$ cat config.mk
export PLATFORM = sky130hd
export DESIGN_NAME = rs_alu
export DESIGN_NICKNAME = d
export VERILOG_FILES = /design/src/hw/rs_alu_pkg.sv /design/src/hw/rs_alu.sv /design/src/hw/rs_issue_select.sv /design/src/hw/rs_wakeup.sv /design/src/hw/rs_entry_table.sv
export SDC_FILE = /design/constraint.sdc
export NUM_CORES = 2
export LEC_CHECK = 0
export ABC_AREA = 0
export CELL_PAD_IN_SITES_DETAIL_PLACEMENT = 0
export CELL_PAD_IN_SITES_GLOBAL_PLACEMENT = 1
export CORE_ASPECT_RATIO = 1.2
export CORE_MARGIN = 3
export CORE_UTILIZATION = 40
export CTS_CLUSTER_SIZE = 24
export DETAILED_ROUTE_END_ITERATION = 8
export DONT_BUFFER_PORTS = 1
export GPL_TIMING_DRIVEN = 0
export PLACE_DENSITY = 0.67
export RECOVER_POWER = 100
export SETUP_SLACK_MARGIN = 0.05
export SYNTH_ARGS = -nofsm -noshare
export SYNTH_HDL_FRONTEND = slang
export SYNTH_HIERARCHICAL = 1
export SYNTH_SLANG_ARGS = --single-unit
$ cat constraint.sdc
create_clock -name clk -period 6.9 [get_ports clk]
set_clock_uncertainty 0.2 [all_clocks]
set_input_delay 0.69 -clock clk [delete_from_list [all_inputs] [get_ports clk]]
set_output_delay 0.69 -clock clk [all_outputs]
set_load 0.02 [all_outputs]
$ cat src/hw/rs_alu_pkg.sv
`default_nettype none

package rs_alu_pkg;

    // station geometry
    localparam int RS_DEPTH  = 16;
    localparam int RS_WINDOW = 8;   // slots after head that issue may pick from
    localparam int RS_IDX_W  = $clog2(RS_DEPTH);

    // broadcast buses: 0 alu, 1 mul, 2 load
    localparam int NUM_WAKE = 3;

    localparam int TAG_W  = 8;
    localparam int WORD_W = 32;

    typedef logic [RS_IDX_W-1:0] rs_idx_t;
    typedef logic [TAG_W-1:0]    phys_tag_t;
    typedef logic [WORD_W-1:0]   inst_num_t;
    typedef logic [WORD_W-1:0]   word_t;     // pc and immediate

    // alu opcodes, carried through the station untouched
    typedef enum logic [3:0] {
        OP_ADD  = 4'd0,
        OP_SUB  = 4'd1,
        OP_AND  = 4'd2,
        OP_OR   = 4'd3,
        OP_XOR  = 4'd4,
        OP_SLL  = 4'd5,
        OP_SRL  = 4'd6,
        OP_SRA  = 4'd7,
        OP_SLT  = 4'd8,
        OP_SLTU = 4'd9
    } alu_op_e;

endpackage

`default_nettype wire
$ cat src/hw/rs_alu.sv
`default_nettype none

module rs_alu (
    input  logic                  clk,
    input  logic                  reset,
    // dispatch
    input  logic                  dispatch_valid,
    input  rs_alu_pkg::inst_num_t inst_num,
    input  rs_alu_pkg::word_t     pc,
    input  rs_alu_pkg::phys_tag_t rd,
    input  rs_alu_pkg::alu_op_e   alu_op,
    input  logic                  src1_sel,
    input  logic                  src2_sel,
    input  rs_alu_pkg::word_t     imm,
    input  rs_alu_pkg::phys_tag_t src1_tag,
    input  rs_alu_pkg::phys_tag_t src2_tag,
    input  logic [1:0]            src_ready,
    // result broadcasts: alu, mul, load
    input  logic                  wake_valid [rs_alu_pkg::NUM_WAKE],
    input  rs_alu_pkg::phys_tag_t wake_tag   [rs_alu_pkg::NUM_WAKE],
    // issue, no back-pressure
    output logic                  issue_valid,
    output rs_alu_pkg::inst_num_t issue_inst_num,
    output rs_alu_pkg::word_t     issue_pc,
    output rs_alu_pkg::phys_tag_t issue_rd,
    output rs_alu_pkg::alu_op_e   issue_alu_op,
    output logic                  issue_src1_sel,
    output logic                  issue_src2_sel,
    output rs_alu_pkg::word_t     issue_imm,
    output rs_alu_pkg::phys_tag_t issue_src1_tag,
    output rs_alu_pkg::phys_tag_t issue_src2_tag
);
    import rs_alu_pkg::*;

    logic [RS_DEPTH-1:0] occupied;
    logic [RS_DEPTH-1:0] rdy1;
    logic [RS_DEPTH-1:0] rdy2;
    phys_tag_t           tag1_arr [RS_DEPTH];
    phys_tag_t           tag2_arr [RS_DEPTH];
    rs_idx_t             head;

    logic [RS_DEPTH-1:0] set1_mask;
    logic [RS_DEPTH-1:0] set2_mask;
    logic                disp_hit1;
    logic                disp_hit2;

    logic    grant_valid;
    rs_idx_t grant_idx;

    rs_entry_table u_table (
        .clk            (clk),
        .reset          (reset),
        .dispatch_valid (dispatch_valid),
        .inst_num       (inst_num),
        .pc             (pc),
        .rd             (rd),
        .alu_op         (alu_op),
        .src1_sel       (src1_sel),
        .src2_sel       (src2_sel),
        .imm            (imm),
        .src1_tag       (src1_tag),
        .src2_tag       (src2_tag),
        .src_ready      (src_ready),
        .set1_mask      (set1_mask),
        .set2_mask      (set2_mask),
        .disp_hit1      (disp_hit1),
        .disp_hit2      (disp_hit2),
        .grant_valid    (grant_valid),
        .grant_idx      (grant_idx),
        .occupied       (occupied),
        .rdy1           (rdy1),
        .rdy2           (rdy2),
        .tag1_arr       (tag1_arr),
        .tag2_arr       (tag2_arr),
        .head           (head),
        .issue_valid    (issue_valid),
        .issue_inst_num (issue_inst_num),
        .issue_pc       (issue_pc),
        .issue_rd       (issue_rd),
        .issue_alu_op   (issue_alu_op),
        .issue_src1_sel (issue_src1_sel),
        .issue_src2_sel (issue_src2_sel),
        .issue_imm      (issue_imm),
        .issue_src1_tag (issue_src1_tag),
        .issue_src2_tag (issue_src2_tag)
    );

    // compares against stored tags and the tags arriving with this dispatch
    rs_wakeup u_wakeup (
        .wake_valid (wake_valid),
        .wake_tag   (wake_tag),
        .tag1_arr   (tag1_arr),
        .tag2_arr   (tag2_arr),
        .rdy1       (rdy1),
        .rdy2       (rdy2),
        .occupied   (occupied),
        .src1_tag   (src1_tag),
        .src2_tag   (src2_tag),
        .set1_mask  (set1_mask),
        .set2_mask  (set2_mask),
        .disp_hit1  (disp_hit1),
        .disp_hit2  (disp_hit2)
    );

    rs_issue_select u_select (
        .occupied    (occupied),
        .rdy1        (rdy1),
        .rdy2        (rdy2),
        .head        (head),
        .grant_valid (grant_valid),
        .grant_idx   (grant_idx)
    );

endmodule

`default_nettype wire

$ cat src/hw/rs_issue_select.sv
`default_nettype none

module rs_issue_select (
    input  logic [rs_alu_pkg::RS_DEPTH-1:0] occupied,
    input  logic [rs_alu_pkg::RS_DEPTH-1:0] rdy1,
    input  logic [rs_alu_pkg::RS_DEPTH-1:0] rdy2,
    input  rs_alu_pkg::rs_idx_t             head,
    output logic                            grant_valid,
    output rs_alu_pkg::rs_idx_t             grant_idx
);
    import rs_alu_pkg::*;

    logic [RS_DEPTH-1:0] ready_mask;

    assign ready_mask = occupied & rdy1 & rdy2;

    // oldest first: walk the window outward from head, first hit wins
    always_comb begin
        rs_idx_t slot;

        grant_valid = 1'b0;
        grant_idx   = head;
        for (int k = 0; k < RS_WINDOW; k++) begin
            slot = head + rs_idx_t'(k);   // index width wraps at RS_DEPTH
            if (!grant_valid && ready_mask[slot]) begin
                grant_valid = 1'b1;
                grant_idx   = slot;
            end
        end
    end

    // ready bits only ever sit on live entries, freed slots come back clean
    always_comb begin
        assert (((rdy1 | rdy2) & ~occupied) == '0)
            else $error("ready bit on a free slot, occupied %h rdy1 %h rdy2 %h",
                        occupied, rdy1, rdy2);
    end

endmodule

`default_nettype wire

$ cat src/hw/rs_wakeup.sv
`default_nettype none

module rs_wakeup (
    input  logic                            wake_valid [rs_alu_pkg::NUM_WAKE],
    input  rs_alu_pkg::phys_tag_t           wake_tag   [rs_alu_pkg::NUM_WAKE],
    input  rs_alu_pkg::phys_tag_t           tag1_arr   [rs_alu_pkg::RS_DEPTH],
    input  rs_alu_pkg::phys_tag_t           tag2_arr   [rs_alu_pkg::RS_DEPTH],
    input  logic [rs_alu_pkg::RS_DEPTH-1:0] rdy1,
    input  logic [rs_alu_pkg::RS_DEPTH-1:0] rdy2,
    input  logic [rs_alu_pkg::RS_DEPTH-1:0] occupied,
    input  rs_alu_pkg::phys_tag_t           src1_tag,
    input  rs_alu_pkg::phys_tag_t           src2_tag,
    output logic [rs_alu_pkg::RS_DEPTH-1:0] set1_mask,
    output logic [rs_alu_pkg::RS_DEPTH-1:0] set2_mask,
    output logic                            disp_hit1,
    output logic                            disp_hit2
);
    import rs_alu_pkg::*;

    always_comb begin
        set1_mask = '0;
        set2_mask = '0;
        disp_hit1 = 1'b0;
        disp_hit2 = 1'b0;
        for (int w = 0; w < NUM_WAKE; w++) begin
            if (wake_valid[w]) begin
                for (int i = 0; i < RS_DEPTH; i++) begin
                    // only waiting operands of live entries
                    if (occupied[i] && !rdy1[i] && tag1_arr[i] == wake_tag[w])
                        set1_mask[i] = 1'b1;
                    if (occupied[i] && !rdy2[i] && tag2_arr[i] == wake_tag[w])
                        set2_mask[i] = 1'b1;
                end
                if (src1_tag == wake_tag[w]) disp_hit1 = 1'b1;  // same-cycle dispatch
                if (src2_tag == wake_tag[w]) disp_hit2 = 1'b1;
            end
        end
    end

    // a physical tag is produced by exactly one unit
    always_comb begin
        for (int a = 0; a < NUM_WAKE; a++)
            for (int b = a + 1; b < NUM_WAKE; b++)
                if (wake_valid[a] && wake_valid[b])
                    assert (wake_tag[a] != wake_tag[b])
                        else $error("buses %0d and %0d both broadcast tag %h", a, b, wake_tag[a]);
    end

endmodule

`default_nettype wire

$ cat src/hw/rs_entry_table.sv
`default_nettype none

module rs_entry_table (
    input  logic                       clk,
    input  logic                       reset,
    // dispatch
    input  logic                       dispatch_valid,
    input  rs_alu_pkg::inst_num_t      inst_num,
    input  rs_alu_pkg::word_t          pc,
    input  rs_alu_pkg::phys_tag_t      rd,
    input  rs_alu_pkg::alu_op_e        alu_op,
    input  logic                       src1_sel,
    input  logic                       src2_sel,
    input  rs_alu_pkg::word_t          imm,
    input  rs_alu_pkg::phys_tag_t      src1_tag,
    input  rs_alu_pkg::phys_tag_t      src2_tag,
    input  logic [1:0]                 src_ready,
    // wakeup and select results
    input  logic [rs_alu_pkg::RS_DEPTH-1:0] set1_mask,
    input  logic [rs_alu_pkg::RS_DEPTH-1:0] set2_mask,
    input  logic                       disp_hit1,
    input  logic                       disp_hit2,
    input  logic                       grant_valid,
    input  rs_alu_pkg::rs_idx_t        grant_idx,
    // entry state
    output logic [rs_alu_pkg::RS_DEPTH-1:0] occupied,
    output logic [rs_alu_pkg::RS_DEPTH-1:0] rdy1,
    output logic [rs_alu_pkg::RS_DEPTH-1:0] rdy2,
    output rs_alu_pkg::phys_tag_t      tag1_arr [rs_alu_pkg::RS_DEPTH],
    output rs_alu_pkg::phys_tag_t      tag2_arr [rs_alu_pkg::RS_DEPTH],
    output rs_alu_pkg::rs_idx_t        head,
    // issue
    output logic                       issue_valid,
    output rs_alu_pkg::inst_num_t      issue_inst_num,
    output rs_alu_pkg::word_t          issue_pc,
    output rs_alu_pkg::phys_tag_t      issue_rd,
    output rs_alu_pkg::alu_op_e        issue_alu_op,
    output logic                       issue_src1_sel,
    output logic                       issue_src2_sel,
    output rs_alu_pkg::word_t          issue_imm,
    output rs_alu_pkg::phys_tag_t      issue_src1_tag,
    output rs_alu_pkg::phys_tag_t      issue_src2_tag
);
    import rs_alu_pkg::*;

    // payload storage
    inst_num_t           inst_num_arr [RS_DEPTH];
    word_t               pc_arr       [RS_DEPTH];
    phys_tag_t           rd_arr       [RS_DEPTH];
    alu_op_e             op_arr       [RS_DEPTH];
    word_t               imm_arr      [RS_DEPTH];
    logic [RS_DEPTH-1:0] sel1_arr;
    logic [RS_DEPTH-1:0] sel2_arr;

    rs_idx_t tail;
    logic    head_free;

    // head slot counts as free when it is being issued this edge
    assign head_free = !occupied[head] || (grant_valid && grant_idx == head);

    always_ff @(posedge clk) begin
        if (dispatch_valid) begin
            inst_num_arr[tail] <= inst_num;
            pc_arr[tail]       <= pc;
            rd_arr[tail]       <= rd;
            op_arr[tail]       <= alu_op;
            sel1_arr[tail]     <= src1_sel;
            sel2_arr[tail]     <= src2_sel;
            imm_arr[tail]      <= imm;
            tag1_arr[tail]     <= src1_tag;
            tag2_arr[tail]     <= src2_tag;
        end
    end

    always_ff @(posedge clk) begin
        if (reset) begin
            occupied       <= '0;
            rdy1           <= '0;
            rdy2           <= '0;
            head           <= '0;
            tail           <= '0;
            issue_valid    <= 1'b0;
            issue_inst_num <= '0;
            issue_pc       <= '0;
            issue_rd       <= '0;
            issue_alu_op   <= OP_ADD;
            issue_src1_sel <= 1'b0;
            issue_src2_sel <= 1'b0;
            issue_imm      <= '0;
            issue_src1_tag <= '0;
            issue_src2_tag <= '0;
        end else begin
            rdy1 <= rdy1 | set1_mask;   // broadcasts this cycle
            rdy2 <= rdy2 | set2_mask;

            if (dispatch_valid) begin
                occupied[tail] <= 1'b1;
                rdy1[tail]     <= src_ready[0] | disp_hit1;
                rdy2[tail]     <= src_ready[1] | disp_hit2;
                tail           <= tail + rs_idx_t'(1);
            end

            issue_valid <= grant_valid;
            if (grant_valid) begin
                issue_inst_num      <= inst_num_arr[grant_idx];
                issue_pc            <= pc_arr[grant_idx];
                issue_rd            <= rd_arr[grant_idx];
                issue_alu_op        <= op_arr[grant_idx];
                issue_src1_sel      <= sel1_arr[grant_idx];
                issue_src2_sel      <= sel2_arr[grant_idx];
                issue_imm           <= imm_arr[grant_idx];
                issue_src1_tag      <= tag1_arr[grant_idx];
                issue_src2_tag      <= tag2_arr[grant_idx];
                occupied[grant_idx] <= 1'b0;
                rdy1[grant_idx]     <= 1'b0;
                rdy2[grant_idx]     <= 1'b0;
            end

            // step over slots already reclaimed out of order
            if (head_free && head != tail)
                head <= head + rs_idx_t'(1);
        end
    end

    // no full signal upstream, so an overrun would silently clobber an entry
    a_dispatch_free: assert property (@(posedge clk) disable iff (reset)
        dispatch_valid |-> !occupied[tail])
        else $error("dispatch into occupied slot %0d", tail);

    a_issue_from_live: assert property (@(posedge clk) disable iff (reset)
        issue_valid |-> $past(grant_valid && occupied[grant_idx]))
        else $error("issue of inst %h from a free slot", issue_inst_num);

endmodule

`default_nettype wire

==> flow_summary.toml <==
[placed_design]
post_dp_cell_area_mm2 = 0.1002
port_buffers = 0
place_ws_ns = -0.5623
dpl.hpwl_mm = 199.8
routabilityCongestion = 0.9469
place_inst = 8252

[synthesis]
synthCells = 5040
synth-compound-area-share_pct = 0.9490
synthMuxAreaShare_pct = 17.09
synth_fa_ha_area_share_pct = 0.1718
synth-xor-area-share_pct = 7.734
yosysUniqueCellTypes = 62
ys.flop_type = "edfxtp_1"
synth_edf_count = 2016
synth_seq_area_share_pct = 67.82
netlist_area_mm2 = 0.09467
synth_top_family_by_area = "multiplexers"
synth_top_area_cell = "edfxtp_1"
async_reset_ff_share_pct = 0
yosysWarningCount = 6
syn_nets = 5211
synth_area_leaders = "edfxtp_1, mux4_2, xor2_1"
ys_ff_latch = 2199
synth.top_cell.area_share_pct = 63.95
synth_simple_gate_area_share_pct = 4.219
avgSynthCellArea_um2 = 18.78

[floorplan]
coreArea_mm2 = 0.2352
die_y_um = 538.9
start_util_pct = 40.25
die_area_mm2 = 0.2426
std_cell_rows = 195
io_pins = 285
die_w_um = 450.1

[power]
p_per_area_mw_per_mm2 = 341.7
irDropWorstVdd_mv = 0.2326
p_leak_nw = 33.46
pwr-share-comb_pct = 24.3
power.share.switching_pct = 29.51
clockPowerShare_pct = 32.3
p_int_w = 0.02594
p_sw_w = 0.01086
seqPwrFrac_pct = 43.4

[timing]
period_needed_ns = 6.755
maxSlewViolCount = 1453
fin_ws_ns = 0.1451
hold_violations = 0
tightest_slew_ns = 3.563
finalSetupViolCount = 0
rsz0062_at_grt = "false"
timing.fmax_mhz = 148.0
period_share_pct = 97.90
maxSlewHeadroom_pct = -137.5
tns_ns = 0

[worst_setup_path]
required_ns = 7.20
crit_chain = "ha_1 > and2_0 > clkbuf_1 > clkbuf_1 > dlymetal6s4s_1 > buf_16"
crit_path_end_kind = "flop"
crit_fanout = 29
arrival_ns = 7.05
startpoint = "u_table/tail[1]"
critPathMostFrequentCell = "clkbuf_1"
slowest_stage = "clkbuf_1"
critPathKind = "reg -> reg"
r2r_start = "u_table/tail[1]"
cp-start-kind = "flop"
cpPeakStageDelay_ns = 1.99

[finish]
layout_commonest_cell = "edfxtp_1"
drive_gt1_share_pct = 22.47
post-route-util_pct = 45.78
most-common-layout-cells = "edfxtp_1, mux4_2, xor2_1"
final_cells = 8797
area_delta_synth_final_pct = 13.75
finish.instance_area_mm2 = 0.1077
fin_nets = 5614

[status]
violations = "max-capacitance violations, max-slew violations"
status = "finished with violations"

[global_route]
grt_pass1_wl_mm = 425.8
grt_antenna_before_repair = 49
grt_usage_pct = 25.19
overflow = 0
grt_pass1_vias = 51530
grt_max_degree = 42

[clocking]
cts_tree = "yes"
clock_latency_ns = 0.86
cts_htree_levels = 4
numCtsBuffers = 215
postCtsSetupRepairBufs = 0
clock_path_buffers = 4
cts_num_sinks = 2199
root_buffer = "clkbuf_16"
path_clk_slew_ns = 0.06

[min_path]
worstHoldStart = "src_ready[0]"
hp-class = "in -> reg"

[drt]
avgViaCountPerCell = 5.907
drt_wl_total_mm = 311.5
firstDrtPassIters = 6
routedWlPerCell_um = 35.40
drc = 0
postRouteAntennaNets = 0
drt_iter0_markers = 6273
via_count = 51970

[flow_run]
maxCapViolations = 51
final cells by class:
type / instances / area (um2)
sequential: 2199 / 64200
multi-input combinational: 2521 / 28560
inverter: 8 / 36.28
clock inverter: 103 / 1152
fill: 20160 / 127500
antenna: 25 / 62.56
clock buffer: 291 / 5939
timing repair buffer: 187 / 1789
buffer: 311 / 1996
tap: 3152 / 3944
sequential cells by signal (all words and copies together), names as in the netlist, 64 cells and up:
name / count
u_table/imm_arr: 512
u_table/tag2_arr: 128
u_table/rd_arr: 128
u_table/pc_arr: 512
u_table/op_arr: 64
u_table/tag1_arr: 128
u_table/inst_num_arr: 512
per-layer routing:
layer  global-route usage (%)  vias to the layer above  wire [um]
met1                    33.12                    27860     120300
met4                    8.930                       22      12820
met5                        0                        -        141
met2                    41.89                     2547     152600
met3                    4.775                      621      25550
li1                         -                    20920          -
worst max-delay path, delay by kind of cell, from the launching register on:
| kind | cells | cell delay, ns |
|---|---|---|
| flip-flops | 1 | 0.54 |
| buffers and inverters | 4 | 5.10 |
| adder cells (fa/ha/maj) | 1 | 0.31 |
| AND/OR/NAND/NOR | 1 | 0.17 |
Yosys cell counts (63+ instances only):
cell and number:
nor3_1 114, mux2i_1 143, nor2_1 245, xor2_1 511, buf_6 63, clkbuf_1 103, xnor2_1 325, nand4_1 105
dfxtp_1 183, mux4_2 651, buf_2 77, edfxtp_1 2016, nand3_1 86
worst paths after layout:
check | end | slack, ns | depth (start not counted)
setup / recovery | u_table/inst_num_arr[11][12] | 0.15 | 6
hold / removal | u_table/rdy1[15] | 0.11 | 2
setup reg to reg | u_table/inst_num_arr[11][12] | 0.15 | 6
hold reg to reg | u_table/occupied[15] | 0.36 | 2
logic make-up (layout without fill, tap and decap cells):
| logic type | count (synthesis) | in the layout |
|---|---|---|
| flip-flops | 2199 | 2199 |
| XOR/XNOR | 836 | 836 |
| multiplexers | 802 | 802 |
| AND/OR/NAND/NOR | 763 | 763 |
| buffers and inverters | 320 | 900 |
| AO/OA/AOI/OAI | 107 | 107 |
| adder cells (fa/ha/maj) | 13 | 13 |
| other | 0 | 25 |
through the flow:
stage                     power [W]  hold slack [ns]
after CTS                   0.03726          0.01767
after floorplan             0.02196           0.2965
after detailed placement    0.02514           0.3510
after global placement      0.02510           0.3504
after global routing        0.03810          0.09109
final                       0.03680           0.1052
what timing repair did:
action,in CTS,in global routing
hold buffers,127,0
endpoints found under the setup margin,126,107
endpoints found under the hold margin,2016,0
gates resized for setup,38,11
power groups by stage:
stage                     Combinational (W)  Sequential, W  Clock, W
after floorplan                     0.00596         0.0160         0
after global placement              0.00877         0.0163         0
after detailed placement            0.00886         0.0163         0
after CTS                           0.00913         0.0160    0.0121
after global routing                0.00942         0.0160    0.0126
final                               0.00895         0.0160    0.0119
(Power assumes the default switching activity.)
